**src/design/soc_pkg.sv**
```systemverilog
// soc bus subsystem shared definitions
// bus widths, device address map and register offsets
`default_nettype none

package soc_pkg;

  localparam int BUS_AW = 16;
  localparam int BUS_DW = 32;

  // upper address bits select the device
  localparam int DEV_SEL_LSB = 12;

  // device windows, ram covers the low 1 KiB only
  localparam logic [BUS_AW-1:0] RAM_BASE   = 16'h0000;
  localparam int                RAM_AW     = 10;
  localparam logic [BUS_AW-1:0] GPIO_BASE  = 16'h1000;
  localparam logic [BUS_AW-1:0] TIMER_BASE = 16'h2000;
  localparam logic [BUS_AW-1:0] INTC_BASE  = 16'h3000;

  // gpio registers
  localparam logic [DEV_SEL_LSB-1:0] GPIO_DATA_IN    = 12'h000;
  localparam logic [DEV_SEL_LSB-1:0] GPIO_DATA_OUT   = 12'h004;
  localparam logic [DEV_SEL_LSB-1:0] GPIO_OE         = 12'h008;
  localparam logic [DEV_SEL_LSB-1:0] GPIO_INTR_STATE = 12'h00C;
  localparam logic [DEV_SEL_LSB-1:0] GPIO_INTR_EN    = 12'h010;

  // timer registers
  localparam logic [DEV_SEL_LSB-1:0] TMR_COUNT      = 12'h000;
  localparam logic [DEV_SEL_LSB-1:0] TMR_COMPARE    = 12'h004;
  localparam logic [DEV_SEL_LSB-1:0] TMR_CTRL       = 12'h008;
  localparam logic [DEV_SEL_LSB-1:0] TMR_INTR_STATE = 12'h00C;

  // interrupt controller registers
  localparam logic [DEV_SEL_LSB-1:0] INTC_PENDING = 12'h000;
  localparam logic [DEV_SEL_LSB-1:0] INTC_ENABLE  = 12'h004;
  localparam logic [DEV_SEL_LSB-1:0] INTC_CLAIM   = 12'h008;

  // interrupt source indices
  localparam int IRQ_GPIO  = 0;
  localparam int IRQ_TIMER = 1;

endpackage

`default_nettype wire

```
**src/design/soc_bus_if.sv**
```systemverilog
// single-word bus port between the crossbar and one device
// a request is a one-cycle strobe, answered on the next edge
`timescale 1ns/100ps
`default_nettype none

interface soc_bus_if import soc_pkg::*; ();

  logic              req;
  logic              we;
  logic [BUS_AW-1:0] addr;
  logic [BUS_DW-1:0] wdata;

  // response, valid for exactly one cycle
  logic              rvalid;
  logic [BUS_DW-1:0] rdata;
  logic              err;

  modport host (
    output req, we, addr, wdata,
    input  rvalid, rdata, err
  );

  modport dev (
    input  req, we, addr, wdata,
    output rvalid, rdata, err
  );

endinterface

`default_nettype wire

```
**src/design/intr_ctrl.sv**
```systemverilog
// interrupt controller, level sources combined into one request
// claim id is one plus the lowest pending and enabled source
`timescale 1ns/100ps
`default_nettype none

module intr_ctrl import soc_pkg::*; #(
  parameter  int NumIrq = 2,
  localparam int IdW    = $clog2(NumIrq + 1)
) (
  input  logic              clk_i,
  input  logic              rst_n_i,
  soc_bus_if.dev            bus,
  input  logic [NumIrq-1:0] intr_src_i,
  output logic              irq_o,
  output logic [IdW-1:0]    irq_id_o
);

  logic [DEV_SEL_LSB-1:0] off;
  logic                   known;
  logic                   ro;
  logic                   bad;
  logic [BUS_DW-1:0]      rd_val;
  logic [NumIrq-1:0]      pending_q, enable_q;
  logic [IdW-1:0]         claim;
  logic                   rvalid_q, err_q;
  logic [BUS_DW-1:0]      rdata_q;

  assign off = bus.addr[DEV_SEL_LSB-1:0];

  // scan downwards so the lowest index is left in claim
  always_comb begin
    claim = '0;
    for (int i = NumIrq - 1; i >= 0; i--) begin
      if (pending_q[i] && enable_q[i]) begin
        claim = IdW'(i + 1);
      end
    end
  end

  always_comb begin
    rd_val = '0;
    known  = 1'b1;
    ro     = 1'b1;
    case (off)
      INTC_PENDING: rd_val = BUS_DW'(pending_q);
      INTC_ENABLE: begin
        rd_val = BUS_DW'(enable_q);
        ro     = 1'b0;
      end
      INTC_CLAIM:   rd_val = BUS_DW'(claim);
      default:      known  = 1'b0;
    endcase
  end

  assign bad = ~known | (bus.we & ro);

  always_ff @(posedge clk_i) begin
    if (!rst_n_i) begin
      pending_q <= '0;
      enable_q  <= '0;
      rvalid_q  <= 1'b0;
      err_q     <= 1'b0;
    end else begin
      pending_q <= intr_src_i;
      if (bus.req && bus.we && off == INTC_ENABLE) enable_q <= bus.wdata[NumIrq-1:0];
      rvalid_q  <= bus.req;
      err_q     <= bus.req & bad;
    end
  end

  always_ff @(posedge clk_i) begin
    rdata_q <= (bus.req && !bus.we && !bad) ? rd_val : '0;
  end

  assign bus.rvalid = rvalid_q;
  assign bus.rdata  = rdata_q;
  assign bus.err    = err_q;
  assign irq_o      = |(pending_q & enable_q);
  assign irq_id_o   = claim;

  a_irq_matches_id: assert property (@(posedge clk_i) disable iff (!rst_n_i)
    irq_o == (irq_id_o != '0));

endmodule

`default_nettype wire

```
**src/flat_wrapper.sv**
```systemverilog
// flat-port wrapper written by rule: the top's interface ports become plain ports
module intr_ctrl_flat import soc_pkg::*;
#(
  parameter  int NumIrq = 2,
  localparam int IdW    = $clog2(NumIrq + 1)
)
  (clk_i, rst_n_i, intr_src_i, irq_o, irq_id_o, bus_req, bus_we, bus_addr, bus_wdata, bus_rvalid, bus_rdata, bus_err);
  soc_bus_if bus_i ();
  input  logic clk_i;
  input  logic rst_n_i;
  input  logic [NumIrq-1:0] intr_src_i;
  output logic irq_o;
  output logic [IdW-1:0] irq_id_o;
  input wire logic [$bits(bus_i.req)-1:0] bus_req;
  input wire logic [$bits(bus_i.we)-1:0] bus_we;
  input wire logic [$bits(bus_i.addr)-1:0] bus_addr;
  input wire logic [$bits(bus_i.wdata)-1:0] bus_wdata;
  output wire logic [$bits(bus_i.rvalid)-1:0] bus_rvalid;
  output wire logic [$bits(bus_i.rdata)-1:0] bus_rdata;
  output wire logic [$bits(bus_i.err)-1:0] bus_err;
  assign bus_i.req = bus_req;
  assign bus_i.we = bus_we;
  assign bus_i.addr = bus_addr;
  assign bus_i.wdata = bus_wdata;
  assign bus_rvalid = bus_i.rvalid;
  assign bus_rdata = bus_i.rdata;
  assign bus_err = bus_i.err;
  intr_ctrl #(.NumIrq(NumIrq)) u_core (.clk_i(clk_i), .rst_n_i(rst_n_i), .bus(bus_i), .intr_src_i(intr_src_i), .irq_o(irq_o), .irq_id_o(irq_id_o));
endmodule
```
**config.mk**
```make
export PLATFORM = sky130hd
export DESIGN_NAME = intr_ctrl_flat
export DESIGN_NICKNAME = d
export VERILOG_FILES = /design/src/design/soc_pkg.sv /design/src/design/soc_bus_if.sv /design/src/design/intr_ctrl.sv /design/src/flat_wrapper.sv
export SDC_FILE = /design/constraint.sdc
export NUM_CORES = 1
export LEC_CHECK = 0
export BUFFER_PORTS_ARGS = -buffer_cell sky130_fd_sc_hd__clkbuf_2
export CAP_MARGIN = 20
export CORE_MARGIN = 3
export CORE_UTILIZATION = 28
export CTS_CLUSTER_DIAMETER = 120
export DETAILED_ROUTE_END_ITERATION = 7
export PLACE_DENSITY = 0.85
export SLEW_MARGIN = 25
export SYNTH_ARGS = -nofsm -noshare
export SYNTH_HDL_FRONTEND = slang
export SYNTH_SLANG_ARGS = --single-unit
```
**constraint.sdc**
```tcl
create_clock -name clk_i -period 2.2 [get_ports clk_i]
set_clock_uncertainty 0.15 [all_clocks]
set_input_delay 0.11 -clock clk_i [delete_from_list [all_inputs] [get_ports clk_i]]
set_output_delay 0.11 -clock clk_i [all_outputs]
set_load 0.1 [all_outputs]
```
# == After elaboration in Yosys (flattened, before gate mapping) ==
# Index checks and enable logic that the tools add are counted.
# totals
word_cells,28
regBits,38
in_bits,54
# classes
mux,5
n_eq_ne,2
bitwise,5
n_reduce_logical,11
# ops
cell,n
$eq A12 B3 Y1 const B,1
$eq A12 B4 Y1 const B,1
$logic_not A12 Y1,1
$logic_and A1 B1 Y1,6
$pmux W2 S3,1
$mux W2,2
$reduce_or A3 Y1,1
$and A1 B1 Y1,2
$and A2 B2 Y2,1
$logic_not A1 Y1,2
$mux W1,2
$reduce_or A2 Y1,1
$not A1 Y1,1
$or A1 B1 Y1,1

# == Longest topological paths before layout ==
# Gate-level depths: netlist of the first run.
# logic_depth
depth_word,7
depth_mapped,4

# == Worst setup path before layout of the first run ==
# Ideal clock, no wire load.
# synth_path
path_kind,flip-flop to output port
from,register u_core.pending_q[0]
to,output irq_id_o[1]
path_stages_with_launch,3
setup_slack_ps,-292
t_required_ps,1940
arrival_time_ps,2232
cell_sequence,dfxtp_1 -> and2_1 -> nor2_1
# synth_between
elab_chain_cells,2
# synth_lines
item,line_no,source
start: declaration,intr_ctrl.sv:23,"logic [NumIrq-1:0] pending_q, enable_q;"
start signal: assignment,intr_ctrl.sv:64,pending_q <= intr_src_i;
$logic_and A1 B1 Y1,intr_ctrl.sv:34,if (pending_q[i] && enable_q[i]) begin
$mux W2,intr_ctrl.sv:34,
end: declaration,flat_wrapper.sv:13,output logic [IdW-1:0] irq_id_o;
# Every way passes these cells.

# == Worst setup path after layout of the first run ==
# layout_path
from,input bus_req
to,register u_core.enable_q[1]
# layout_between
elab_chain_cells,2
# layout_lines
item,line_no,source
start: declaration,flat_wrapper.sv:14,input wire logic [$bits(bus_i.req)-1:0] bus_req;
$logic_and A1 B1 Y1 (2 in series),intr_ctrl.sv:65,if (bus.req && bus.we && off == INTC_ENABLE) enable_q <= bus.wdata[NumIrq-1:0];
end signal: assignment,intr_ctrl.sv:65,
end: declaration,intr_ctrl.sv:23,
# Every way passes these cells.
# A chain may end at the register's enable or synchronous reset.

==> results of run 1 <==
-- metal layers --
layer / global-route usage [%] / routed length (µm) / part of all wire (%)
met1: 7.87 / 337 / 32
met2: 14.4 / 560 / 53
met3: 6.02 / 140 / 13
met4: 3.93 / 10 / 0.95
met5: 0 / 0 / 0
-- cell usage after synthesis --
library cell   n  area share [%]
nand4b_1       1             1.5
inv_1          1            0.64
nand3b_1       1             1.3
nor2b_1        2             2.1
conb_1         1            0.64
and2_1         4             4.3
nand2_1        1            0.64
nor2_1         4             2.6
a22oi_1        2             2.6
a21boi_1       1             1.3
nand2b_1       3             3.2
mux2i_1        2             3.4
or2_2          1             1.1
nor3_1         1            0.85
o21ai_0        3             2.6
dfxtp_1        8              27
buf_4         30              38
or4_4          3             5.8
-- cell type report --
| cell class | instances | area, µm² | area share, % |
|---|---|---|---|
| multi-input combinational | 59 | 312 | 41.0 |
| sequential | 8 | 160 | 21.1 |
| inverter | 1 | 3.75 | 0.494 |
| timing repair buffer | 36 | 230 | 30.3 |
| clock buffer | 3 | 22.5 | 2.97 |
| tap | 25 | 31.3 | 4.12 |
-- worst max-delay path: stages --
cell,delay [ps]
dlygate4sd3_1,530
clkbuf_2,120
nand4b_1,100
or4_4,450
mux2i_1,160
nor2b_1,50
dlygate4sd3_1,540
-- sequential cells by signal, indices dropped and copies added (netlist names) --
register	cells
u_core.bus.rvalid	1
u_core.bus.rdata	2
u_core.bus.err	1
u_core.pending_q	2
u_core.enable_q	2
-- where the power goes --
part	internal, mW	switching [mW]	total (mW)
Sequential	0.149	0.00189	0.151
Clock	0.0621	0.0460	0.108
Combinational	0.0298	0.251	0.280
-- worst paths after layout --
| kind | slack [ps] | cells after the start | to |
|---|---|---|---|
| setup / recovery | 130 | 7 | u_core.enable_q[1] |
| hold / removal | 30 | 3 | u_core.bus.rdata[1] |
| setup reg to reg | 890 | 3 | u_core.enable_q[1] |
| hold reg to reg | 390 | 2 | u_core.bus.rdata[0] |
-- cell families (layout without fill, tap and decap cells) --
kind of cell	count (synthesis)	count (layout)	share of synthesized area (%)
compound gates	6	6	6.40
buf+inv	31	40	39.0
flops	8	8	27.3
mux	2	2	3.41
other cells	1	30	0.639
simple gates	21	21	23.2
-- metrics by stage --
step	setup WS, ps	utilization [%]
after detailed placement	451	34.3
after CTS	122	40.9
after floorplan	161	-
after global placement	462	34.3
after global routing	59.5	40.9
final	129	40.9
==> impl_metrics.env, run 1 <==
export IMPL_period_needed_ps=2070
export IMPL_rsz0062_at_grt="no"
export IMPL_area_growth_pct=29.4
export IMPL_startpoint_type="input pin"
export IMPL_yosysWarnings=0
export IMPL_worst_hold_slack_ps=31.8
export IMPL_track_usage_pct=8.59
export IMPL_hpwl_um=924
export IMPL_routedWlPerCell_um=7.94
export IMPL_wl_mm=1.05
export IMPL_drive_gt1_share_pct=32.7
export IMPL_max_cap_violations=0
export IMPL_crit_required_ps=2190
export IMPL_grt_pass1_wl_mm=1.60
export IMPL_crit_start="bus_req"
export IMPL_ys_seq_elements=8
export IMPL_nFillCells=203
export IMPL_hold_start="bus_we"
export IMPL_synth_seq_area_share_pct=27.3
export IMPL_grt_max_degree=7
export IMPL_maxSlewViolCount=0
export IMPL_synth_distinct_cells=18
export IMPL_finalNonFillerCells=132
export IMPL_cts_resized=0
export IMPL_std_cell_rows=15
export IMPL_gp_congestion=0.799
export IMPL_start_util_pct=31.6
export IMPL_crit_type="input pin to flop"
export IMPL_cts_hold_buffers=10
export IMPL_clock_sinks=8
export IMPL_root_buffer="clkbuf_4"
export IMPL_synth_area_um2=587
export IMPL_dpl_cell_count=119
export IMPL_ant_nets=0
export IMPL_diodes=0
export IMPL_h_tree_depth=1
export IMPL_drc=0
export IMPL_die_area_mm2=0.00268
export IMPL_max_freq_mhz=483
export IMPL_numCtsBuffers=3
export IMPL_grt_pass1_vias=411
export IMPL_power_density_mw_per_mm2=711
export IMPL_coreArea_mm2=0.00186
export IMPL_cp_end_kind="flop"
export IMPL_fin_nets=163
export IMPL_io_pins=91
export IMPL_cp_arrival_ps=2060
export IMPL_vias=483
export IMPL_vias_per_cell=3.66
export IMPL_die_width_um=51.8
export IMPL_placed_cell_area_um2=637
export IMPL_p_leak_nw=0.411
export IMPL_critPathMaxFanout=3
export IMPL_design_area_um2=759
export IMPL_tightest_slew_ps=542
export IMPL_finalCritPeriodShare_pct=94.1
export IMPL_first_iter_violations=7
export IMPL_firstDrtPassIters=4
export IMPL_power_uw=540
export IMPL_fp_dieH_um=51.8
export IMPL_syn_inst=69
export IMPL_portBuffers=26
export IMPL_cts_max_path_buffers=2
export IMPL_antenna_found_initial=0
export IMPL_hold_class="input pin to flop"
export IMPL_clock_latency_ps=250
export IMPL_cts_tree="done"
export IMPL_final_cell_mix="conb_1, clkbuf_2, dlygate4sd3_1, dfxtp_1, and2_1"
export IMPL_layout_commonest_cell="conb_1"
export IMPL_syn_area_per_cell_um2=8.50
export IMPL_r2r_start="u_core.enable_q[1]"
export IMPL_status="finished clean"
export IMPL_path_clk_slew_ps=50
export IMPL_irDropWorstVdd_uv=343
export IMPL_hold_viol=0
export IMPL_grt_ovfl_total=0
export IMPL_post_cts_setup_buffer_count=0
export IMPL_maxSlewHeadroom_pct=64.0
export IMPL_fin_tns_setup_ps=0
export IMPL_finalSetupViolations=0
No activity file was read; power rests on OpenSTA's default activity.
==> inputs of run 2 (changes only) <==
--- a/config.mk
+++ b/config.mk
@@ -7,11 +7,12 @@
 export LEC_CHECK = 0
 export BUFFER_PORTS_ARGS = -buffer_cell sky130_fd_sc_hd__clkbuf_2
 export CAP_MARGIN = 20
+export CORE_ASPECT_RATIO = 0.9
 export CORE_MARGIN = 3
-export CORE_UTILIZATION = 28
+export CORE_UTILIZATION = 30
 export CTS_CLUSTER_DIAMETER = 120
 export DETAILED_ROUTE_END_ITERATION = 7
-export PLACE_DENSITY = 0.85
+export PLACE_DENSITY = 0.89
 export SLEW_MARGIN = 25
 export SYNTH_ARGS = -nofsm -noshare
 export SYNTH_HDL_FRONTEND = slang
==> constraint.sdc (replaced) <==
create_clock -name clk_i -period 2.45 [get_ports clk_i]
set_clock_uncertainty 0.15 [all_clocks]
set_input_delay 0.1225 -clock clk_i [delete_from_list [all_inputs] [get_ports clk_i]]
set_output_delay 0.1225 -clock clk_i [all_outputs]
set_load 0.1 [all_outputs]
==> impl_metrics.env, run 2 (synthesized netlist as in run 1, its figures left out) <==
export IMPL_final_cell_mix="conb_1, clkbuf_2, dfxtp_1, dlygate4sd3_1, and2_1"
export IMPL_path_clk_slew_ps=50
export IMPL_portBuffers=26
export IMPL_hold_start="bus_wdata[0]"
export IMPL_hpwl_um=982
export IMPL_p_sw_uw=267
export IMPL_start_util_pct=33.5
export IMPL_nFillCells=189
export IMPL_clock_sinks=8
export IMPL_diodes=0
export IMPL_placed_cell_area_um2=633
export IMPL_post_cts_setup_buffer_count=0
export IMPL_coreArea_mm2=0.00175
export IMPL_r2r_start="u_core.enable_q[1]"
export IMPL_final_util_pct=41.4
export IMPL_worstHoldEndpoint="u_core.enable_q[0]"
export IMPL_finalCritPeriodShare_pct=85.9
export IMPL_whs_path_depth=3
export IMPL_max_freq_mhz=475
export IMPL_layout_commonest_cell="conb_1"
export IMPL_cp_end_kind="flop"
export IMPL_routedWlPerCell_um=8.63
export IMPL_power_uw=481
export IMPL_hold_class="input pin to flop"
export IMPL_firstDrtPassIters=4
export IMPL_fin_tns_setup_ps=0
export IMPL_design_area_um2=726
export IMPL_track_usage_pct=9.52
export IMPL_area_growth_pct=23.7
export IMPL_power_density_mw_per_mm2=663
export IMPL_grt_pass1_vias=438
export IMPL_finalSetupViolations=0
export IMPL_first_iter_violations=2
export IMPL_std_cell_rows=14
export IMPL_io_pins=91
export IMPL_cts_max_path_buffers=2
export IMPL_critPathMaxFanout=3
export IMPL_period_needed_ps=2110
export IMPL_p_seq_share_pct=28.2
export IMPL_reg2regPathDepth=3
export IMPL_status="finished clean"
export IMPL_p_leak_nw=0.395
export IMPL_vias_per_cell=3.63
export IMPL_root_buffer="clkbuf_4"
export IMPL_crit_required_ps=2430
export IMPL_ant_nets=0
export IMPL_ff2ff_setup_slack_ps=1110
export IMPL_fp_dieH_um=48.0
export IMPL_cts_tree="done"
export IMPL_vias=464
export IMPL_grt_pass1_wl_mm=1.66
export IMPL_startpoint_type="input pin"
export IMPL_die_area_mm2=0.00252
export IMPL_pre_cts_ws_ps=652
export IMPL_die_width_um=52.6
export IMPL_grt_max_degree=7
export IMPL_p_clk_share_pct=19.9
export IMPL_hold_viol=0
export IMPL_drc=0
export IMPL_irDropWorstVdd_uv=358
export IMPL_crit_type="input pin to flop"
export IMPL_internal_power_uw=214
export IMPL_gp_congestion=0.811
export IMPL_maxSlewHeadroom_pct=63.9
export IMPL_clock_latency_ps=250
export IMPL_maxSlewViolCount=0
export IMPL_rsz0062_at_grt="no"
export IMPL_combPwrFrac_pct=51.9
export IMPL_fin_nets=160
export IMPL_grt_ovfl_total=0
export IMPL_max_cap_violations=0
export IMPL_wl_mm=1.11
export IMPL_timing_rr_end="u_core.enable_q[1]"
export IMPL_antenna_found_initial=0
export IMPL_switching_share_pct=55.5
export IMPL_cp_arrival_ps=2090
export IMPL_setup_ws_ps=345
export IMPL_drive_gt1_share_pct=32.7
export IMPL_tightest_slew_ps=545
export IMPL_h_tree_depth=1
export IMPL_numCtsBuffers=3
==> run 2: changes by cell type in the layout (fill, tap and decap cells not counted), sizes merged <==
cell | previous run | this run
dlygate4sd3 | 10 | 7
==> run 2: what timing repair did <==
| action | in CTS | in global routing |
|---|---|---|
| hold endpoints to repair | 4 | 0 |
| hold buffers | 7 | 0 |
| gates resized for setup | 0 | 0 |
==> run 2: critical path, cell delays in order <==
cell and delay (ps):
dlygate4sd3_1 520, clkbuf_2 120, nand4b_1 100, or4_4 450, mux2i_1 170, nor2b_1 60
dlygate4sd3_1 550
==> run 2: how the worst max path moves through the flow <==
stage | start | to | slack [ps] | depth (start not counted)
final | bus_req | u_core.enable_q[1] | 340 | 7
after global routing | bus_req | u_core.enable_q[1] | 300 | 7
after CTS | bus_req | u_core.enable_q[1] | 350 | 7
after detailed placement | bus_addr[1] | u_core.enable_q[0] | 650 | 5
after global placement | bus_addr[1] | u_core.enable_q[0] | 700 | 5
after floorplan | u_core.pending_q[0] | irq_o | 180 | 2
==> run 2: power groups by stage <==
stage | clock [mW] | sequential [mW] | combinational (mW)
final | 0.0960 | 0.136 | 0.250
after detailed placement | 0 | 0.138 | 0.241
after global routing | 0.111 | 0.136 | 0.258
after floorplan | 0 | 0.151 | 0.246
after CTS | 0.0983 | 0.136 | 0.249
after global placement | 0 | 0.138 | 0.240
==> run 2: layout make-up <==
type | count | area [µm²] | share of cell area (%)
well taps | 24 | 30.0 | 4.14
clock buffers | 3 | 22.5 | 3.10
multi-input cells | 59 | 309 | 42.6
repair buffers | 33 | 200 | 27.6
inverters | 1 | 3.75 | 0.517
flip-flops and latches | 8 | 160 | 22.1
==> run 2: through the flow <==
stage	std cells	hold slack, ps
finish	128	3.82
global placement	118	186
floorplan	98	94.2
detailed placement	118	183
CTS	128	7.97
global route	128	8.15
==> run 2: layer usage <==
layer / share of wire (%) / wire length (µm) / GRT usage [%] / up-vias
met5: 0 / 0 / 0 / -
met3: 13 / 146 / 6.54 / 0
met2: 57 / 628 / 20.0 / 30
met1: 30 / 329 / 7.18 / 199
li1: - / - / - / 235
met4: 0 / 0 / 1.53 / 0
==> inputs of run 3 (changes only) <==
--- a/config.mk
+++ b/config.mk
@@ -12,7 +12,7 @@
 export CORE_UTILIZATION = 30
 export CTS_CLUSTER_DIAMETER = 120
 export DETAILED_ROUTE_END_ITERATION = 7
-export PLACE_DENSITY = 0.89
+export PLACE_DENSITY = 0.86
 export SLEW_MARGIN = 25
 export SYNTH_ARGS = -nofsm -noshare
 export SYNTH_HDL_FRONTEND = slang
==> impl_metrics.env, run 3 (synthesized netlist as in run 1, its figures left out) <==
export IMPL_std_cell_rows=14
export IMPL_critPathMaxFanout=3
export IMPL_power_density_mw_per_mm2=642
export IMPL_cpMostUsedCell="dlygate4sd3_1"
export IMPL_wl_met1_um=315
export IMPL_drc=0
export IMPL_wl_met3_um=154
export IMPL_die_area_mm2=0.00252
export IMPL_maxUsedRoutingLayer="met4"
export IMPL_cp_end_kind="flop"
export IMPL_reg2regPathDepth=3
export IMPL_worst_hold_slack_ps=37.4
export IMPL_dpl_cell_count=118
export IMPL_cp_cell_sequence="dlygate4sd3_1 > clkbuf_2 > nand4b_1 > or4_4 > mux2i_1 > nor2b_1 > dlygate4sd3_1"
export IMPL_ant_nets=0
export IMPL_cts_max_path_buffers=2
export IMPL_io_pins=91
export IMPL_ff2ff_setup_slack_ps=1140
export IMPL_hold_class="input pin to flop"
export IMPL_path_clk_slew_ps=50
export IMPL_period_needed_ps=2100
export IMPL_fin_tns_setup_ps=0
export IMPL_portBuffers=26
export IMPL_crit_required_ps=2440
export IMPL_first_iter_violations=4
export IMPL_max_freq_mhz=477
export IMPL_finalNonFillerCells=131
export IMPL_finalSetupViolations=0
export IMPL_cp_arrival_ps=2090
export IMPL_hold_start="bus_we"
export IMPL_coreArea_mm2=0.00175
export IMPL_track_usage_pct=9.13
export IMPL_maxSlewHeadroom_pct=64.0
export IMPL_gp_congestion=0.795
export IMPL_startpoint_type="input pin"
export IMPL_clock_sinks=8
export IMPL_cp_slowest_stage_delay_ps=540
export IMPL_vias_per_cell=3.74
export IMPL_maxSlewViolCount=0
export IMPL_cts_tree="done"
export IMPL_h_tree_depth=1
export IMPL_routedWlPerCell_um=8.29
export IMPL_area_growth_pct=28.8
export IMPL_layout_commonest_cell="conb_1"
export IMPL_die_width_um=52.6
export IMPL_diodes=0
export IMPL_antenna_found_initial=0
export IMPL_rsz0062_at_grt="no"
export IMPL_nFillCells=182
export IMPL_clock_latency_ps=250
export IMPL_whs_path_depth=3
export IMPL_root_buffer="clkbuf_4"
export IMPL_hpwl_um=942
export IMPL_max_cap_violations=0
export IMPL_crit_type="input pin to flop"
export IMPL_grt_max_degree=7
export IMPL_grt_pass1_wl_mm=1.48
export IMPL_wl_mm=1.09
export IMPL_tightest_slew_ps=542
export IMPL_numCtsBuffers=3
export IMPL_firstDrtPassIters=3
export IMPL_r2r_start="u_core.enable_q[1]"
export IMPL_p_leak_nw=0.412
export IMPL_fp_dieH_um=48.0
export IMPL_route_met2_wl_um=589
export IMPL_post_cts_setup_buffer_count=0
export IMPL_drive_gt1_share_pct=31.8
export IMPL_irDropWorstVdd_uv=273
export IMPL_worstHoldEndpoint="u_core.bus.rdata[1]"
export IMPL_timing_rr_end="u_core.enable_q[1]"
export IMPL_finalCritPeriodShare_pct=85.5
export IMPL_vias=490
export IMPL_start_util_pct=33.5
export IMPL_slowest_stage="dlygate4sd3_1"
export IMPL_final_cell_mix="conb_1, clkbuf_2, dlygate4sd3_1, dfxtp_1, and2_1"
export IMPL_status="finished clean"
export IMPL_hold_viol=0
export IMPL_power_uw=485
export IMPL_grt_ovfl_total=0
export IMPL_grt_pass1_vias=402
export IMPL_fin_nets=163
-- run 3: cell count changes in the layout (fill, tap and decap cells not counted), sizes merged --
cell	previous run	this run
dlygate4sd3	7	10
-- run 3: worst max-delay path, delay by kind of cell --
kind          cells  cell delay, ps
buf+inv           3            1200
mux               1             160
simple gates      3             610
-- run 3: per-stage QoR --
stage | utilization [%] | worst slack, ps | area, µm²
after CTS | 43.1 | 357 | 756
final | 43.1 | 354 | 756
after global routing | 43.1 | 284 | 756
after floorplan | - | 176 | 698
after detailed placement | 36.1 | 686 | 633
after global placement | 36.1 | 702 | 633
-- run 3: what timing repair did --
item | CTS | global route
resized for setup | 0 | 0
hold buffers | 10 | 0
endpoints found under the hold margin | 5 | 0
-- run 3: final cells by class --
class                   count  area, µm²  share of cell area, %
multi-input cells          59        309                   40.9
well taps                  24       30.0                   3.97
repair buffers             36        230                   30.5
inverters                   1       3.75                  0.497
flip-flops and latches      8        160                   21.2
clock buffers               3       22.5                   2.98
-- run 3: power by group --
part / leakage, nW / total [mW] / switching (mW) / internal [mW]
combinational: 0.332 / 0.252 / 0.225 / 0.0267
sequential: 0.0655 / 0.136 / 0.00160 / 0.134
clock: 0.0138 / 0.0978 / 0.0420 / 0.0558
total: 0.412 / 0.485 / 0.269 / 0.217
-- run 3: worst max path at each step --
stage | cells after the start | end | start
after floorplan | 2 | irq_o | u_core.pending_q[0]
after global placement | 5 | u_core.enable_q[1] | bus_addr[1]
after detailed placement | 5 | u_core.enable_q[0] | bus_addr[1]
after CTS | 7 | u_core.enable_q[0] | bus_req
after global routing | 7 | u_core.enable_q[0] | bus_req
final | 7 | u_core.enable_q[1] | bus_req
-- run 3: routing by layer --
metal  vias up  GRT usage, %
met5         -             0
met4         0          6.63
met3         5          6.54
met2        31          17.6
met1       210          6.09
li1        244             -
