==> src/design/soc_pkg.sv <==
// soc bus subsystem shared definitions
// bus widths, device address map and register offsets
`default_nettype none

package soc_pkg;

  localparam int BUS_AW = 16;
  localparam int BUS_DW = 32;

  // upper address bits select the device
  localparam int DEV_SEL_LSB = 12;

  // device windows, ram covers the low 1 KiB only
  localparam logic [BUS_AW-1:0] RAM_BASE   = 16'h0000;
  localparam int                RAM_AW     = 10;
  localparam logic [BUS_AW-1:0] GPIO_BASE  = 16'h1000;
  localparam logic [BUS_AW-1:0] TIMER_BASE = 16'h2000;
  localparam logic [BUS_AW-1:0] INTC_BASE  = 16'h3000;

  // gpio registers
  localparam logic [DEV_SEL_LSB-1:0] GPIO_DATA_IN    = 12'h000;
  localparam logic [DEV_SEL_LSB-1:0] GPIO_DATA_OUT   = 12'h004;
  localparam logic [DEV_SEL_LSB-1:0] GPIO_OE         = 12'h008;
  localparam logic [DEV_SEL_LSB-1:0] GPIO_INTR_STATE = 12'h00C;
  localparam logic [DEV_SEL_LSB-1:0] GPIO_INTR_EN    = 12'h010;

  // timer registers
  localparam logic [DEV_SEL_LSB-1:0] TMR_COUNT      = 12'h000;
  localparam logic [DEV_SEL_LSB-1:0] TMR_COMPARE    = 12'h004;
  localparam logic [DEV_SEL_LSB-1:0] TMR_CTRL       = 12'h008;
  localparam logic [DEV_SEL_LSB-1:0] TMR_INTR_STATE = 12'h00C;

  // interrupt controller registers
  localparam logic [DEV_SEL_LSB-1:0] INTC_PENDING = 12'h000;
  localparam logic [DEV_SEL_LSB-1:0] INTC_ENABLE  = 12'h004;
  localparam logic [DEV_SEL_LSB-1:0] INTC_CLAIM   = 12'h008;

  // interrupt source indices
  localparam int IRQ_GPIO  = 0;
  localparam int IRQ_TIMER = 1;

endpackage

`default_nettype wire

==> src/design/soc_bus_if.sv <==
// single-word bus port between the crossbar and one device
// a request is a one-cycle strobe, answered on the next edge
`timescale 1ns/100ps
`default_nettype none

interface soc_bus_if import soc_pkg::*; ();

  logic              req;
  logic              we;
  logic [BUS_AW-1:0] addr;
  logic [BUS_DW-1:0] wdata;

  // response, valid for exactly one cycle
  logic              rvalid;
  logic [BUS_DW-1:0] rdata;
  logic              err;

  modport host (
    output req, we, addr, wdata,
    input  rvalid, rdata, err
  );

  modport dev (
    input  req, we, addr, wdata,
    output rvalid, rdata, err
  );

endinterface

`default_nettype wire

==> src/design/bus_xbar.sv <==
// bus crossbar, one host to four devices
// decodes the address, answers unmapped accesses with an error
`timescale 1ns/100ps
`default_nettype none

module bus_xbar import soc_pkg::*; (
  input  logic   clk_i,
  input  logic   rst_n_i,
  soc_bus_if.dev  host,
  soc_bus_if.host ram,
  soc_bus_if.host gpio,
  soc_bus_if.host timer,
  soc_bus_if.host intc
);

  logic ram_hit;
  logic gpio_hit;
  logic timer_hit;
  logic intc_hit;
  logic unm_valid_q;

  // ram window is smaller than a device slot, the rest is a hole
  assign ram_hit   = host.addr[BUS_AW-1:RAM_AW] == RAM_BASE[BUS_AW-1:RAM_AW];
  assign gpio_hit  = host.addr[BUS_AW-1:DEV_SEL_LSB] == GPIO_BASE[BUS_AW-1:DEV_SEL_LSB];
  assign timer_hit = host.addr[BUS_AW-1:DEV_SEL_LSB] == TIMER_BASE[BUS_AW-1:DEV_SEL_LSB];
  assign intc_hit  = host.addr[BUS_AW-1:DEV_SEL_LSB] == INTC_BASE[BUS_AW-1:DEV_SEL_LSB];

  // strobe only to the selected device
  assign ram.req   = host.req & ram_hit;
  assign gpio.req  = host.req & gpio_hit;
  assign timer.req = host.req & timer_hit;
  assign intc.req  = host.req & intc_hit;

  assign ram.we    = host.we;
  assign ram.addr  = host.addr;
  assign ram.wdata = host.wdata;

  assign gpio.we    = host.we;
  assign gpio.addr  = host.addr;
  assign gpio.wdata = host.wdata;

  assign timer.we    = host.we;
  assign timer.addr  = host.addr;
  assign timer.wdata = host.wdata;

  assign intc.we    = host.we;
  assign intc.addr  = host.addr;
  assign intc.wdata = host.wdata;

  // own error response for unmapped addresses
  always_ff @(posedge clk_i) begin
    if (!rst_n_i) begin
      unm_valid_q <= 1'b0;
    end else begin
      unm_valid_q <= host.req & ~(ram_hit | gpio_hit | timer_hit | intc_hit);
    end
  end

  // devices hold rdata at zero when idle, so an OR is enough
  assign host.rvalid = ram.rvalid | gpio.rvalid | timer.rvalid | intc.rvalid | unm_valid_q;
  assign host.rdata  = ram.rdata | gpio.rdata | timer.rdata | intc.rdata;
  assign host.err    = ram.err | gpio.err | timer.err | intc.err | unm_valid_q;

  a_single_rsp: assert property (@(posedge clk_i) disable iff (!rst_n_i)
    $onehot0({ram.rvalid, gpio.rvalid, timer.rvalid, intc.rvalid, unm_valid_q}));

endmodule

`default_nettype wire

==> src/flat_wrapper.sv <==
// flat-port wrapper written by rule: the top's interface ports become plain ports
module bus_xbar_flat import soc_pkg::*;
  (clk_i, rst_n_i, host_req, host_we, host_addr, host_wdata, host_rvalid, host_rdata, host_err, ram_req, ram_we, ram_addr, ram_wdata, ram_rvalid, ram_rdata, ram_err, gpio_req, gpio_we, gpio_addr, gpio_wdata, gpio_rvalid, gpio_rdata, gpio_err, timer_req, timer_we, timer_addr, timer_wdata, timer_rvalid, timer_rdata, timer_err, intc_req, intc_we, intc_addr, intc_wdata, intc_rvalid, intc_rdata, intc_err);
  soc_bus_if host_i ();
  soc_bus_if ram_i ();
  soc_bus_if gpio_i ();
  soc_bus_if timer_i ();
  soc_bus_if intc_i ();
  input  logic clk_i;
  input  logic rst_n_i;
  input wire logic [$bits(host_i.req)-1:0] host_req;
  input wire logic [$bits(host_i.we)-1:0] host_we;
  input wire logic [$bits(host_i.addr)-1:0] host_addr;
  input wire logic [$bits(host_i.wdata)-1:0] host_wdata;
  output wire logic [$bits(host_i.rvalid)-1:0] host_rvalid;
  output wire logic [$bits(host_i.rdata)-1:0] host_rdata;
  output wire logic [$bits(host_i.err)-1:0] host_err;
  output wire logic [$bits(ram_i.req)-1:0] ram_req;
  output wire logic [$bits(ram_i.we)-1:0] ram_we;
  output wire logic [$bits(ram_i.addr)-1:0] ram_addr;
  output wire logic [$bits(ram_i.wdata)-1:0] ram_wdata;
  input wire logic [$bits(ram_i.rvalid)-1:0] ram_rvalid;
  input wire logic [$bits(ram_i.rdata)-1:0] ram_rdata;
  input wire logic [$bits(ram_i.err)-1:0] ram_err;
  output wire logic [$bits(gpio_i.req)-1:0] gpio_req;
  output wire logic [$bits(gpio_i.we)-1:0] gpio_we;
  output wire logic [$bits(gpio_i.addr)-1:0] gpio_addr;
  output wire logic [$bits(gpio_i.wdata)-1:0] gpio_wdata;
  input wire logic [$bits(gpio_i.rvalid)-1:0] gpio_rvalid;
  input wire logic [$bits(gpio_i.rdata)-1:0] gpio_rdata;
  input wire logic [$bits(gpio_i.err)-1:0] gpio_err;
  output wire logic [$bits(timer_i.req)-1:0] timer_req;
  output wire logic [$bits(timer_i.we)-1:0] timer_we;
  output wire logic [$bits(timer_i.addr)-1:0] timer_addr;
  output wire logic [$bits(timer_i.wdata)-1:0] timer_wdata;
  input wire logic [$bits(timer_i.rvalid)-1:0] timer_rvalid;
  input wire logic [$bits(timer_i.rdata)-1:0] timer_rdata;
  input wire logic [$bits(timer_i.err)-1:0] timer_err;
  output wire logic [$bits(intc_i.req)-1:0] intc_req;
  output wire logic [$bits(intc_i.we)-1:0] intc_we;
  output wire logic [$bits(intc_i.addr)-1:0] intc_addr;
  output wire logic [$bits(intc_i.wdata)-1:0] intc_wdata;
  input wire logic [$bits(intc_i.rvalid)-1:0] intc_rvalid;
  input wire logic [$bits(intc_i.rdata)-1:0] intc_rdata;
  input wire logic [$bits(intc_i.err)-1:0] intc_err;
  assign host_i.req = host_req;
  assign host_i.we = host_we;
  assign host_i.addr = host_addr;
  assign host_i.wdata = host_wdata;
  assign host_rvalid = host_i.rvalid;
  assign host_rdata = host_i.rdata;
  assign host_err = host_i.err;
  assign ram_req = ram_i.req;
  assign ram_we = ram_i.we;
  assign ram_addr = ram_i.addr;
  assign ram_wdata = ram_i.wdata;
  assign ram_i.rvalid = ram_rvalid;
  assign ram_i.rdata = ram_rdata;
  assign ram_i.err = ram_err;
  assign gpio_req = gpio_i.req;
  assign gpio_we = gpio_i.we;
  assign gpio_addr = gpio_i.addr;
  assign gpio_wdata = gpio_i.wdata;
  assign gpio_i.rvalid = gpio_rvalid;
  assign gpio_i.rdata = gpio_rdata;
  assign gpio_i.err = gpio_err;
  assign timer_req = timer_i.req;
  assign timer_we = timer_i.we;
  assign timer_addr = timer_i.addr;
  assign timer_wdata = timer_i.wdata;
  assign timer_i.rvalid = timer_rvalid;
  assign timer_i.rdata = timer_rdata;
  assign timer_i.err = timer_err;
  assign intc_req = intc_i.req;
  assign intc_we = intc_i.we;
  assign intc_addr = intc_i.addr;
  assign intc_wdata = intc_i.wdata;
  assign intc_i.rvalid = intc_rvalid;
  assign intc_i.rdata = intc_rdata;
  assign intc_i.err = intc_err;
  bus_xbar u_core (.clk_i(clk_i), .rst_n_i(rst_n_i), .host(host_i), .ram(ram_i), .gpio(gpio_i), .timer(timer_i), .intc(intc_i));
endmodule
==> config.mk <==
export PLATFORM = sky130hd
export DESIGN_NAME = bus_xbar_flat
export DESIGN_NICKNAME = d
export VERILOG_FILES = /design/src/design/soc_pkg.sv /design/src/design/soc_bus_if.sv /design/src/design/bus_xbar.sv /design/src/flat_wrapper.sv
export SDC_FILE = /design/constraint.sdc
export NUM_CORES = 1
export LEC_CHECK = 0
export BUFFER_PORTS_ARGS = -buffer_cell sky130_fd_sc_hd__buf_2
export CORE_AREA = 3 3 163 165
export CTS_CLUSTER_SIZE = 14
export DETAILED_ROUTE_END_ITERATION = 16
export DIE_AREA = 0 0 166 168
export SLEW_MARGIN = 20
export SYNTH_ARGS = -nofsm -noshare
export SYNTH_HDL_FRONTEND = slang
export SYNTH_SLANG_ARGS = --single-unit
==> constraint.sdc <==
create_clock -name clk_i -period 2.2 [get_ports clk_i]
set_input_delay 0.44 -clock clk_i [delete_from_list [all_inputs] [get_ports clk_i]]
set_output_delay 0.44 -clock clk_i [all_outputs]
set_load 0.01 [all_outputs]
[Yosys cells after proc, flatten, opt, wreduce, memory -nomap -nowiden]
Cells that the tools add are included.
Storage, ports and cells
  register bits after elaboration: 1
  bits of input ports: 188
  word-level logic and storage cells: 25
Cells by class
  equality and inequality tests: 3
  bitwise gates (word level): 20
  reduce and logical (&&, ||, !) cells: 1
Operator list (count)
  bitwise OR 32 bit: 3
  bitwise OR 1 bit: 11
  == test 4 x 2 -> 1 bit (second input constant): 2
  zero test 6 bit: 1
  bitwise AND 1 bit: 5
  == test 4 x 1 -> 1 bit (second input constant): 1
  NOT 1 bit: 1

[Depth between registers and ports, before layout]
Gate-level depths: netlist (run 1).
  word-level depth: 6
  gate-level depth with buffers: 3
  depth with buffers taken out: 3

[Least setup slack after synthesis (run 1)]
No wires, ideal clock.
  path kind: input to output
  from: input port gpio_rdata[0]
  to: output port host_rdata[0]
  arrival time: 1012 ps
  data required time: 1760 ps
  path slack: 748 ps
  stages on the path: 1
  cell sequence: or4_1
Between the ends
  word-level cells in the longest chain between the ends: 3
Ends and longest elaborated chain
  from (decl): RTL line flat_wrapper.sv:30  | input wire logic [$bits(gpio_i.rdata)-1:0] gpio_rdata;
  bitwise OR 32 bit (3 in series): RTL line bus_xbar.sv:61  | assign host.rdata = ram.rdata | gpio.rdata | timer.rdata | intc.rdata;
  to (decl): RTL line flat_wrapper.sv:16  | output wire logic [$bits(host_i.rdata)-1:0] host_rdata;
No other way between the ends.

[Worst setup path after layout (run 1)]
Ends and elaborated chain as after synthesis.

==> implementation parameters, run 1 <==
Parameter                              Value

STA
  Final setup slack of the worst path ... 0.529 ns
  Setup TNS Final ... 0 ns
  Fmax achieved ... 598 MHz
  Least-Margin Pin Slew ... 0.436 ns
  Max-slew headroom ... 70.7%
  Final setup fails ... 0
  Final cycle utilization of the critical path ... 76.0%
  Hold Vio Cnt, Final ... 0
  Fin. max-slew vios ... 0
  Unrepaired setup endpoints after global routing ... false
  Crit path time final ... 1.67 ns

Cells and area
  Area growth syn-to-layout ... -1.51%
  Number of nets in the layout ... 446
  Final design instance area without fill ... 1800 µm²
  FILL cells ... 2960
  Share of layout cells above drive strength 1 ... 80.9%
  Max reg flops ... 1
  Largest reg by FF count ... u_core.unm_valid_q
  Count of antenna diodes in the layout ... 0
  Post-Route Utilization ... 7.14%
  Largest registers ranked by flip-flop count ... u_core.unm_valid_q (1)

Global routing
  Met1 GRT Util ... 2.29%
  Busiest layer in global routing ... met2
  Pin count of the biggest net entering global routing ... 10
  Met3 Track Usage GR ... 1.83%
  Wire length of the first global-routing pass ... 7930 µm
  Total gr overflow ... 0
  Via count of the first global-routing pass ... 1464
  Met2 usage ... 6.76%
  Global router's overall resource usage ... 3.52%
  Antenna violations before repair ... 0

Place
  Worst-case setup slack after placement ... 0.525 ns
  # port buffers ... 206
  DPL Wire Length ... 5530 µm
  Dpl cell area ... 1800 µm²
  Routability-driven placement congestion ratio ... 0.803

Critical path
  Most used cell, CP ... buf_2
  WP data arrival ... 1.23 ns
  Critical path startpoint category ... primary input
  Worst path bufs/invs ... 2
  Slowest cell on the critical path ... or4_1
  Delay of the slowest cell on the worst path ... 0.53 ns
  Kind of end point of the critical path ... output pin
  Critical path data required time ... 1.76 ns
  Worst-path fanout max ... 1
  CP delay by family, top ... simple AND/OR/NAND/NOR gates
  Cells along the critical path ... buf_2, or4_1, buf_2
  Crit path kind ... primary input to output pin

Synthesis
  Netlist area before placement ... 1830 µm²
  Yosys warning total ... 0
  Sequential element share of the synthesized area ... 1.10%
  Distinct cell type count of the synthesized netlist ... 10
  Synthesized instance count ... 246
  Synth area leader ... buf_4
  Net count after synthesis ... 434
  Top post-synthesis cells by area ... buf_4, or4_1, dfxtp_1
  Flop and latch count out of synthesis ... 1
  Syn_area_per_cell ... 7.42 µm²
  Synth top area share ... 80.6%

Hold path
  Kind of path behind the tightest hold check ... primary input to flop

Power and ir drop
  Worst vdd ir ... 98.2 µV
  Power density cells ... 127 nW/µm²
  Final Total Pwr ... 0.229 mW
  Leak ... 0.834 nW

Detailed routing
  Total length of routed wires ... 5950 µm
  Violation count after the first detailed-routing iteration ... 26
  Count of TritonRoute iterations in the first routing pass ... 4
  Routed wire length per instance ... 10.1 µm
  Remaining number of nets flagged by the antenna check after routing ... 0
  Number of remaining DRC errors ... 0
  Via density per instance ... 2.47
  Total vias in the final route ... 1449

Floorplan
  Die width ... 166 µm
  Effective utilization at floorplan ... 7.25%
  Vertical die dimension ... 168 µm
  Die outline area ... 27900 µm²
  Count of standard-cell rows ... 58
  Core Region ... 25200 µm²
  Count of boundary I/O pins ... 422

Clocking
  Quantity of hold-fixing buffers added after cts ... 0
  Post-CTS clock slew at the launch and capture registers of the worst setup and hold paths ... 0 ns
  Post-CTS Setup Repair Bufs ... 0
  Post-cts repair resize count ... 0

Flow run
  Max-cap violation count ... 0

Status
  Result of the run ... finished, final reports clean
worst paths after layout:
check	start	end	slack, ns	depth (start not counted)
setup / recovery	gpio_rdata[0]	host_rdata[0]	0.53	3
hold / removal	rst_n_i	u_core.unm_valid_q	0.71	2
final cells by class:
type	count	area [µm²]	area share, %
multi-input combinational	49	334	18.6
sequential	1	20.0	1.11
timing repair buffer	206	1030	57.3
tap	330	413	23.0
metal layers:
layer | wire (µm) | vias to the layer above
li1 | - | 639
met1 | 1270 | 570
met2 | 2960 | 182
met3 | 1140 | 58
met4 | 578 | 0
met5 | 0 | -
power by group:
part	internal, mW	switching (mW)	total (mW)
clock network	0	0	0
registers	0.0196	0.000893	0.0205
logic	0.126	0.0830	0.209
Yosys cell counts (all sizes together):
cell type	n
or4	32
nor4b	1
nor3	2
and3	2
dfxtp	1
o31ai	1
nor2	5
nand2	4
nor3b	2
buf	196
layout by cell type, fill, tap and decap left out:
master | Yosys | layout
and3_1 | 2 | 2
buf_2 | 0 | 206
dfxtp_1 | 1 | 1
nand2_1 | 4 | 4
nor2_1 | 5 | 5
nor3_1 | 2 | 2
nor3b_1 | 2 | 2
nor4b_2 | 1 | 1
o31ai_1 | 1 | 1
or4_1 | 32 | 32
per-stage QoR:
stage	hold slack (ns)	std cells
2_1_floorplan	0.586	246
3_3_place_gp	0.727	586
3_5_place_dp	0.723	586
4_1_cts	0.726	586
5_1_grt	0.744	586
6_report	0.708	586
cell families after synthesis:
logic type / after synthesis / synth area share [%]
AOI/OAI and AO/OA: 1 / 0.411
DFF: 1 / 1.10
and+or+nand+nor: 48 / 17.9
buffers and inverters: 196 / 80.6
(Power assumes the default switching activity.)
==> inputs of run 2 (changes only) <==
--- a/config.mk
+++ b/config.mk
@@ -6,10 +6,10 @@
 export NUM_CORES = 1
 export LEC_CHECK = 0
 export BUFFER_PORTS_ARGS = -buffer_cell sky130_fd_sc_hd__buf_2
-export CORE_AREA = 3 3 163 165
+export CORE_AREA = 3 3 161 163
 export CTS_CLUSTER_SIZE = 14
 export DETAILED_ROUTE_END_ITERATION = 16
-export DIE_AREA = 0 0 166 168
+export DIE_AREA = 0 0 164 166
 export SLEW_MARGIN = 20
 export SYNTH_ARGS = -nofsm -noshare
 export SYNTH_HDL_FRONTEND = slang
==> constraint.sdc (replaced) <==
create_clock -name clk_i -period 1.6 [get_ports clk_i]
set_input_delay 0.32 -clock clk_i [delete_from_list [all_inputs] [get_ports clk_i]]
set_output_delay 0.32 -clock clk_i [all_outputs]
set_load 0.01 [all_outputs]
==> run 2 against run 1 <==
Compared with the run above: critical path depth rose by 2; worst hold slack worse by 0.12 ns; die area shrank 2.4%; final area is 0.42% lower; flip-flop and latch count is the same; setup slack got worse by 0.36 ns; total power up 37%; wire length is 15% higher; combinational power increased by 37%.
==> implementation parameters, run 2 (synthesized netlist as in run 1, its figures left out) <==
Parameter                              Value

Critical path
  Worst-path fanout max ... 6 (+5)
  WP data arrival ... 1.11 ns (-0.12 ns)
  Critical path startpoint category ... primary input
  Critical path data required time ... 1.28 ns (-0.48 ns)
  Kind of end point of the critical path ... output pin
  Crit path kind ... primary input to output pin

Power and ir drop
  Share of total power in combinational logic ... 91.2% (about the same)
  Sequential cell fraction of total power ... 8.8% (about the same)
  Worst vdd ir ... 126 µV (+28%)
  Power density cells ... 176 nW/µm² (+38%)
  Cell Int Power ... 0.200 mW (+38%)
  Sw Share ... 36.4% (-0.17 points)
  Power dissipated by switching net loads ... 0.115 mW (+37%)
  Clk network pwr share ... 0% (unchanged)
  Leak ... 0.834 nW (unchanged)

Global routing
  Via count of the first global-routing pass ... 1486 (+1.5%)
  Total gr overflow ... 0 (unchanged)
  Busiest layer in global routing ... met2
  Global router's overall resource usage ... 4.08% (+0.56 points)
  Met3 Track Usage GR ... 2.79% (+0.96 points)
  Met2 usage ... 8.70% (+1.9 points)
  Pin count of the biggest net entering global routing ... 10 (unchanged)
  Wire length of the first global-routing pass ... 8430 µm (+6.3%)
  Met1 GRT Util ... 2.03% (-0.27 points)
  Antenna violations before repair ... 3 (+3)

Status
  Result of the run ... finished, final reports clean

STA
  Final setup slack of the worst path ... 0.173 ns (-0.355 ns)
  Hold Worst Slack ... 0.589 ns (-0.118 ns)
  Hold Vio Cnt, Final ... 0 (unchanged)
  Setup TNS Final ... 0 ns (unchanged)
  Max-slew headroom ... 78.9% (+8.2 points)
  Unrepaired setup endpoints after global routing ... false
  Least-Margin Pin Slew ... 0.316 ns (-0.120 ns)
  Fin. max-slew vios ... 0 (unchanged)
  Final cycle utilization of the critical path ... 89.2%
  Fmax achieved ... 701 MHz
  Crit path time final ... 1.43 ns
  Final setup fails ... 0 (unchanged)

Cells and area
  Area growth syn-to-layout ... -1.92%
  Largest reg by FF count ... u_core.unm_valid_q
  Leading cell type in the layout, fill and taps excluded ... buf_2
  Share of layout cells above drive strength 1 ... 80.9% (unchanged)
  Max reg flops ... 1 (unchanged)
  FILL cells ... 2873 (-2.9%)
  Number of nets in the layout ... 446 (unchanged)
  Count of antenna diodes in the layout ... 0 (unchanged)
  Final design instance area without fill ... 1790 µm² (-0.42%)
  Commonest non-fill, non-tap cells in the layout ... buf_2, or4_1, nor2_1
  Post-Route Utilization ... 7.32% (+0.18 points)
  Largest registers ranked by flip-flop count ... u_core.unm_valid_q (1)

Detailed routing
  Count of TritonRoute iterations in the first routing pass ... 4 (unchanged)
  Routed wire length per instance ... 11.8 µm (+16%)
  Number of remaining DRC errors ... 0 (unchanged)
  Total length of routed wires ... 6840 µm (+15%)
  Via density per instance ... 2.63 (+6.2%)
  Violation count after the first detailed-routing iteration ... 28 (+7.7%)
  Remaining number of nets flagged by the antenna check after routing ... 0 (unchanged)
  Total vias in the final route ... 1523 (+5.1%)

Floorplan
  Vertical die dimension ... 166 µm (-1.2%)
  Die outline area ... 27200 µm² (-2.4%)
  Count of standard-cell rows ... 57 (-1.7%)
  Core Region ... 24500 µm² (-2.9%)
  Die width ... 164 µm (-1.2%)
  Effective utilization at floorplan ... 7.46% (+0.21 points)
  Count of boundary I/O pins ... 422 (unchanged)

Clocking
  Post-CTS Setup Repair Bufs ... 0 (unchanged)
  Quantity of hold-fixing buffers added after cts ... 0 (unchanged)
  Post-CTS clock slew at the launch and capture registers of the worst setup and hold paths ... 0 ns (unchanged)
  Post-cts repair resize count ... 0 (unchanged)

Place
  Dpl cell area ... 1790 µm² (-0.42%)
  Worst-case setup slack after placement ... 0.168 ns (-0.357 ns)
  Routability-driven placement congestion ratio ... 0.710 (-12%)
  DPL Wire Length ... 6470 µm (+17%)
  # port buffers ... 206 (unchanged)

Hold path
  Kind of path behind the tightest hold check ... primary input to flop

Flow run
  Max-cap violation count ... 0 (unchanged)
[run 2: cell counts in the layout (fill, tap and decap cells not counted)]
No cell type changed its count.
[run 2: layout make-up]
cell class | count | area [µm²] | share of cell area [%]
timing repair buffer | 206 | 1030 | 57.6
tap | 324 | 405 | 22.6
multi-input combinational | 49 | 334 | 18.7
sequential | 1 | 20.0 | 1.12
[run 2: power by group through the flow]
| stage | sequential, mW | clock, mW | combinational (mW) |
|---|---|---|---|
| after floorplan | 0.0274 | 0 | 0.545 |
| after global placement | 0.0276 | 0 | 0.286 |
| final | 0.0277 | 0 | 0.287 |
| after detailed placement | 0.0277 | 0 | 0.291 |
| after global routing | 0.0279 | 0 | 0.317 |
| after CTS | 0.0277 | 0 | 0.292 |
[run 2: final timing paths]
path	startpoint	to	depth (start not counted)
hold / removal	rst_n_i	u_core.unm_valid_q	2
setup / recovery	host_addr[15]	ram_req	5
[run 2: stage by stage]
step / cells / power (mW)
finish: 580 / 0.314
detailed placement: 580 / 0.318
CTS: 580 / 0.320
global route: 580 / 0.345
floorplan: 246 / 0.572
global placement: 580 / 0.313
[run 2: worst max-delay path, stage by stage]
cell and delay (ns):
buf_2 0.13, nor2_1 0.15, nand2_1 0.13, nor4b_2 0.21
buf_2 0.16
[run 2: metal layers]
layer  up-vias  part of all wire [%]
li1        637                     -
met5         -                  0.23
met1       595                    19
met3        52                    21
met2       235                    53
met4         4                   6.7
==> inputs of run 3 (changes only) <==
--- a/config.mk
+++ b/config.mk
@@ -10,6 +10,7 @@
 export CTS_CLUSTER_SIZE = 14
 export DETAILED_ROUTE_END_ITERATION = 16
 export DIE_AREA = 0 0 164 166
+export REMOVE_ABC_BUFFERS = 1
 export SLEW_MARGIN = 20
 export SYNTH_ARGS = -nofsm -noshare
 export SYNTH_HDL_FRONTEND = slang
==> run 3 against run 2 <==
Compared with the run above: setup slack worse by 0.025 ns; sequential power about the same; total power down 2.3%; die area unchanged; first-iteration DRC count rose to 2.6 times the previous value; final cell count unchanged; combinational power down 2%; final area unchanged; via count up 12%; largest power group unchanged; highest routed layer unchanged.
==> implementation parameters, run 3 (synthesized netlist as in run 1, its figures left out) <==
Parameter                              Value

Global routing
  Wire length of the first global-routing pass ... 18800 µm (+120%)
  Antenna violations before repair ... 4 (+1)
  Total gr overflow ... 0 (unchanged)
  Via count of the first global-routing pass ... 1592 (+7.1%)
  Global router's overall resource usage ... 10.8% (+6.7 points)
  Pin count of the biggest net entering global routing ... 10 (unchanged)

Critical path
  Critical path data required time ... 1.28 ns (about the same)
  WP data arrival ... 1.13 ns (+0.02 ns)
  Worst-path fanout max ... 1 (-5)
  Launching element of the worst setup path ... intc_rdata[30]
  Kind of end point of the critical path ... output pin
  Crit path kind ... primary input to output pin
  Critical path startpoint category ... primary input

Detailed routing
  Count of TritonRoute iterations in the first routing pass ... 4 (unchanged)
  Remaining number of nets flagged by the antenna check after routing ... 0 (unchanged)
  Via density per instance ... 2.93 (+12%)
  Routed wire length per instance ... 28.1 µm (+140%)
  Total length of routed wires ... 16300 µm (+140%)
  Violation count after the first detailed-routing iteration ... 74 (+160%)
  Total vias in the final route ... 1702 (+12%)
  Number of remaining DRC errors ... 0 (unchanged)

Flow run
  Max-cap violation count ... 0 (unchanged)

Status
  Result of the run ... finished, final reports clean

STA
  Unrepaired setup endpoints after global routing ... false
  Setup TNS Final ... 0 ns (unchanged)
  Final cycle utilization of the critical path ... 90.7% (+1.6 points)
  Crit path time final ... 1.45 ns (+0.0251 ns)
  Final setup fails ... 0 (unchanged)
  Max-slew headroom ... 84.4% (+5.5 points)
  Fmax achieved ... 689 MHz (-1.7%)
  Fin. max-slew vios ... 0 (unchanged)
  Hold Vio Cnt, Final ... 0 (unchanged)
  Least-Margin Pin Slew ... 0.233 ns (-0.0827 ns)

Clocking
  Post-CTS Setup Repair Bufs ... 0 (unchanged)
  Quantity of hold-fixing buffers added after cts ... 0 (unchanged)
  Post-CTS clock slew at the launch and capture registers of the worst setup and hold paths ... 0 ns (unchanged)
  Post-cts repair resize count ... 0 (unchanged)

Place
  Routability-driven placement congestion ratio ... 0.747 (+5.3%)
  Number of instances in the placed design ... 580 (unchanged)
  DPL Wire Length ... 15000 µm (+130%)
  # port buffers ... 206 (unchanged)

Hold path
  Kind of path behind the tightest hold check ... primary input to flop
  Startpoint of the most critical hold path ... rst_n_i
  Cell depth of the worst hold path ... 2 (unchanged)

Cells and area
  Leading cell type in the layout, fill and taps excluded ... buf_2
  Fin cells ... 580 (unchanged)
  Max reg flops ... 1 (unchanged)
  Largest reg by FF count ... u_core.unm_valid_q
  Number of nets in the layout ... 446 (unchanged)
  Share of layout cells above drive strength 1 ... 80.9% (unchanged)
  Largest registers ranked by flip-flop count ... u_core.unm_valid_q (1)
  Commonest non-fill, non-tap cells in the layout ... buf_2, or4_1, nor2_1
  Count of antenna diodes in the layout ... 0 (unchanged)
  Area growth syn-to-layout ... -1.92% (unchanged)

Power and ir drop
  Leak ... 0.834 nW (unchanged)
  Power density cells ... 172 nW/µm² (-2.3%)
  Worst vdd ir ... 125 µV (-1.1%)

Floorplan
  Effective utilization at floorplan ... 7.46% (unchanged)
  Count of standard-cell rows ... 57 (unchanged)
  Die outline area ... 27200 µm² (unchanged)
  Count of boundary I/O pins ... 422 (unchanged)
  Core Region ... 24500 µm² (unchanged)
  Die width ... 164 µm (unchanged)
  Vertical die dimension ... 166 µm (unchanged)
[run 3: cell counts in the layout (fill, tap and decap cells not counted)]
Identical to the previous run, type by type.
[run 3: path summary, 6_finish.rpt]
check                 slack [ns]                 end
worst max-delay path        0.15      host_rdata[30]
worst min-delay path        0.59  u_core.unm_valid_q
[run 3: final cells by class]
class                   count  area, µm²
repair buffers            206       1030
well taps                 324        405
flip-flops and latches      1       20.0
multi-input cells          49        334
fillers                  2886      22700
[run 3: power by group]
group          leakage [nW]  total (mW)  switching, mW  internal, mW
logic                 0.826       0.280          0.107         0.173
registers           0.00829      0.0277       0.000763        0.0269
clock network             0           0              0             0
total                 0.834       0.307          0.108         0.200
[run 3: metrics by stage]
| stage | instance area [µm²] | power, mW | setup slack, ns | hold WS (ns) | utilization [%] |
|---|---|---|---|---|---|
| floorplan | 354 | 0.0673 | 0.388 | 0.466 | - |
| global placement | 1790 | 0.306 | 0.152 | 0.614 | 7.32 |
| detailed placement | 1790 | 0.309 | 0.141 | 0.610 | 7.32 |
| CTS | 1790 | 0.311 | 0.139 | 0.612 | 7.32 |
| global route | 1790 | 0.339 | 0.109 | 0.606 | 7.32 |
| finish | 1790 | 0.307 | 0.148 | 0.590 | 7.32 |
[run 3: routing by layer]
layer | GRT usage [%] | vias up | part of all wire (%)
met5 | 4.55 | - | 1.2
met4 | 3.13 | 14 | 3.7
met3 | 12.8 | 22 | 27
met2 | 18.0 | 334 | 46
met1 | 7.28 | 694 | 23
li1 | - | 638 | -
[run 3: critical path, cell delays in order]
cell   delay [ns]
buf_2        0.09
or4_1        0.55
buf_2        0.17
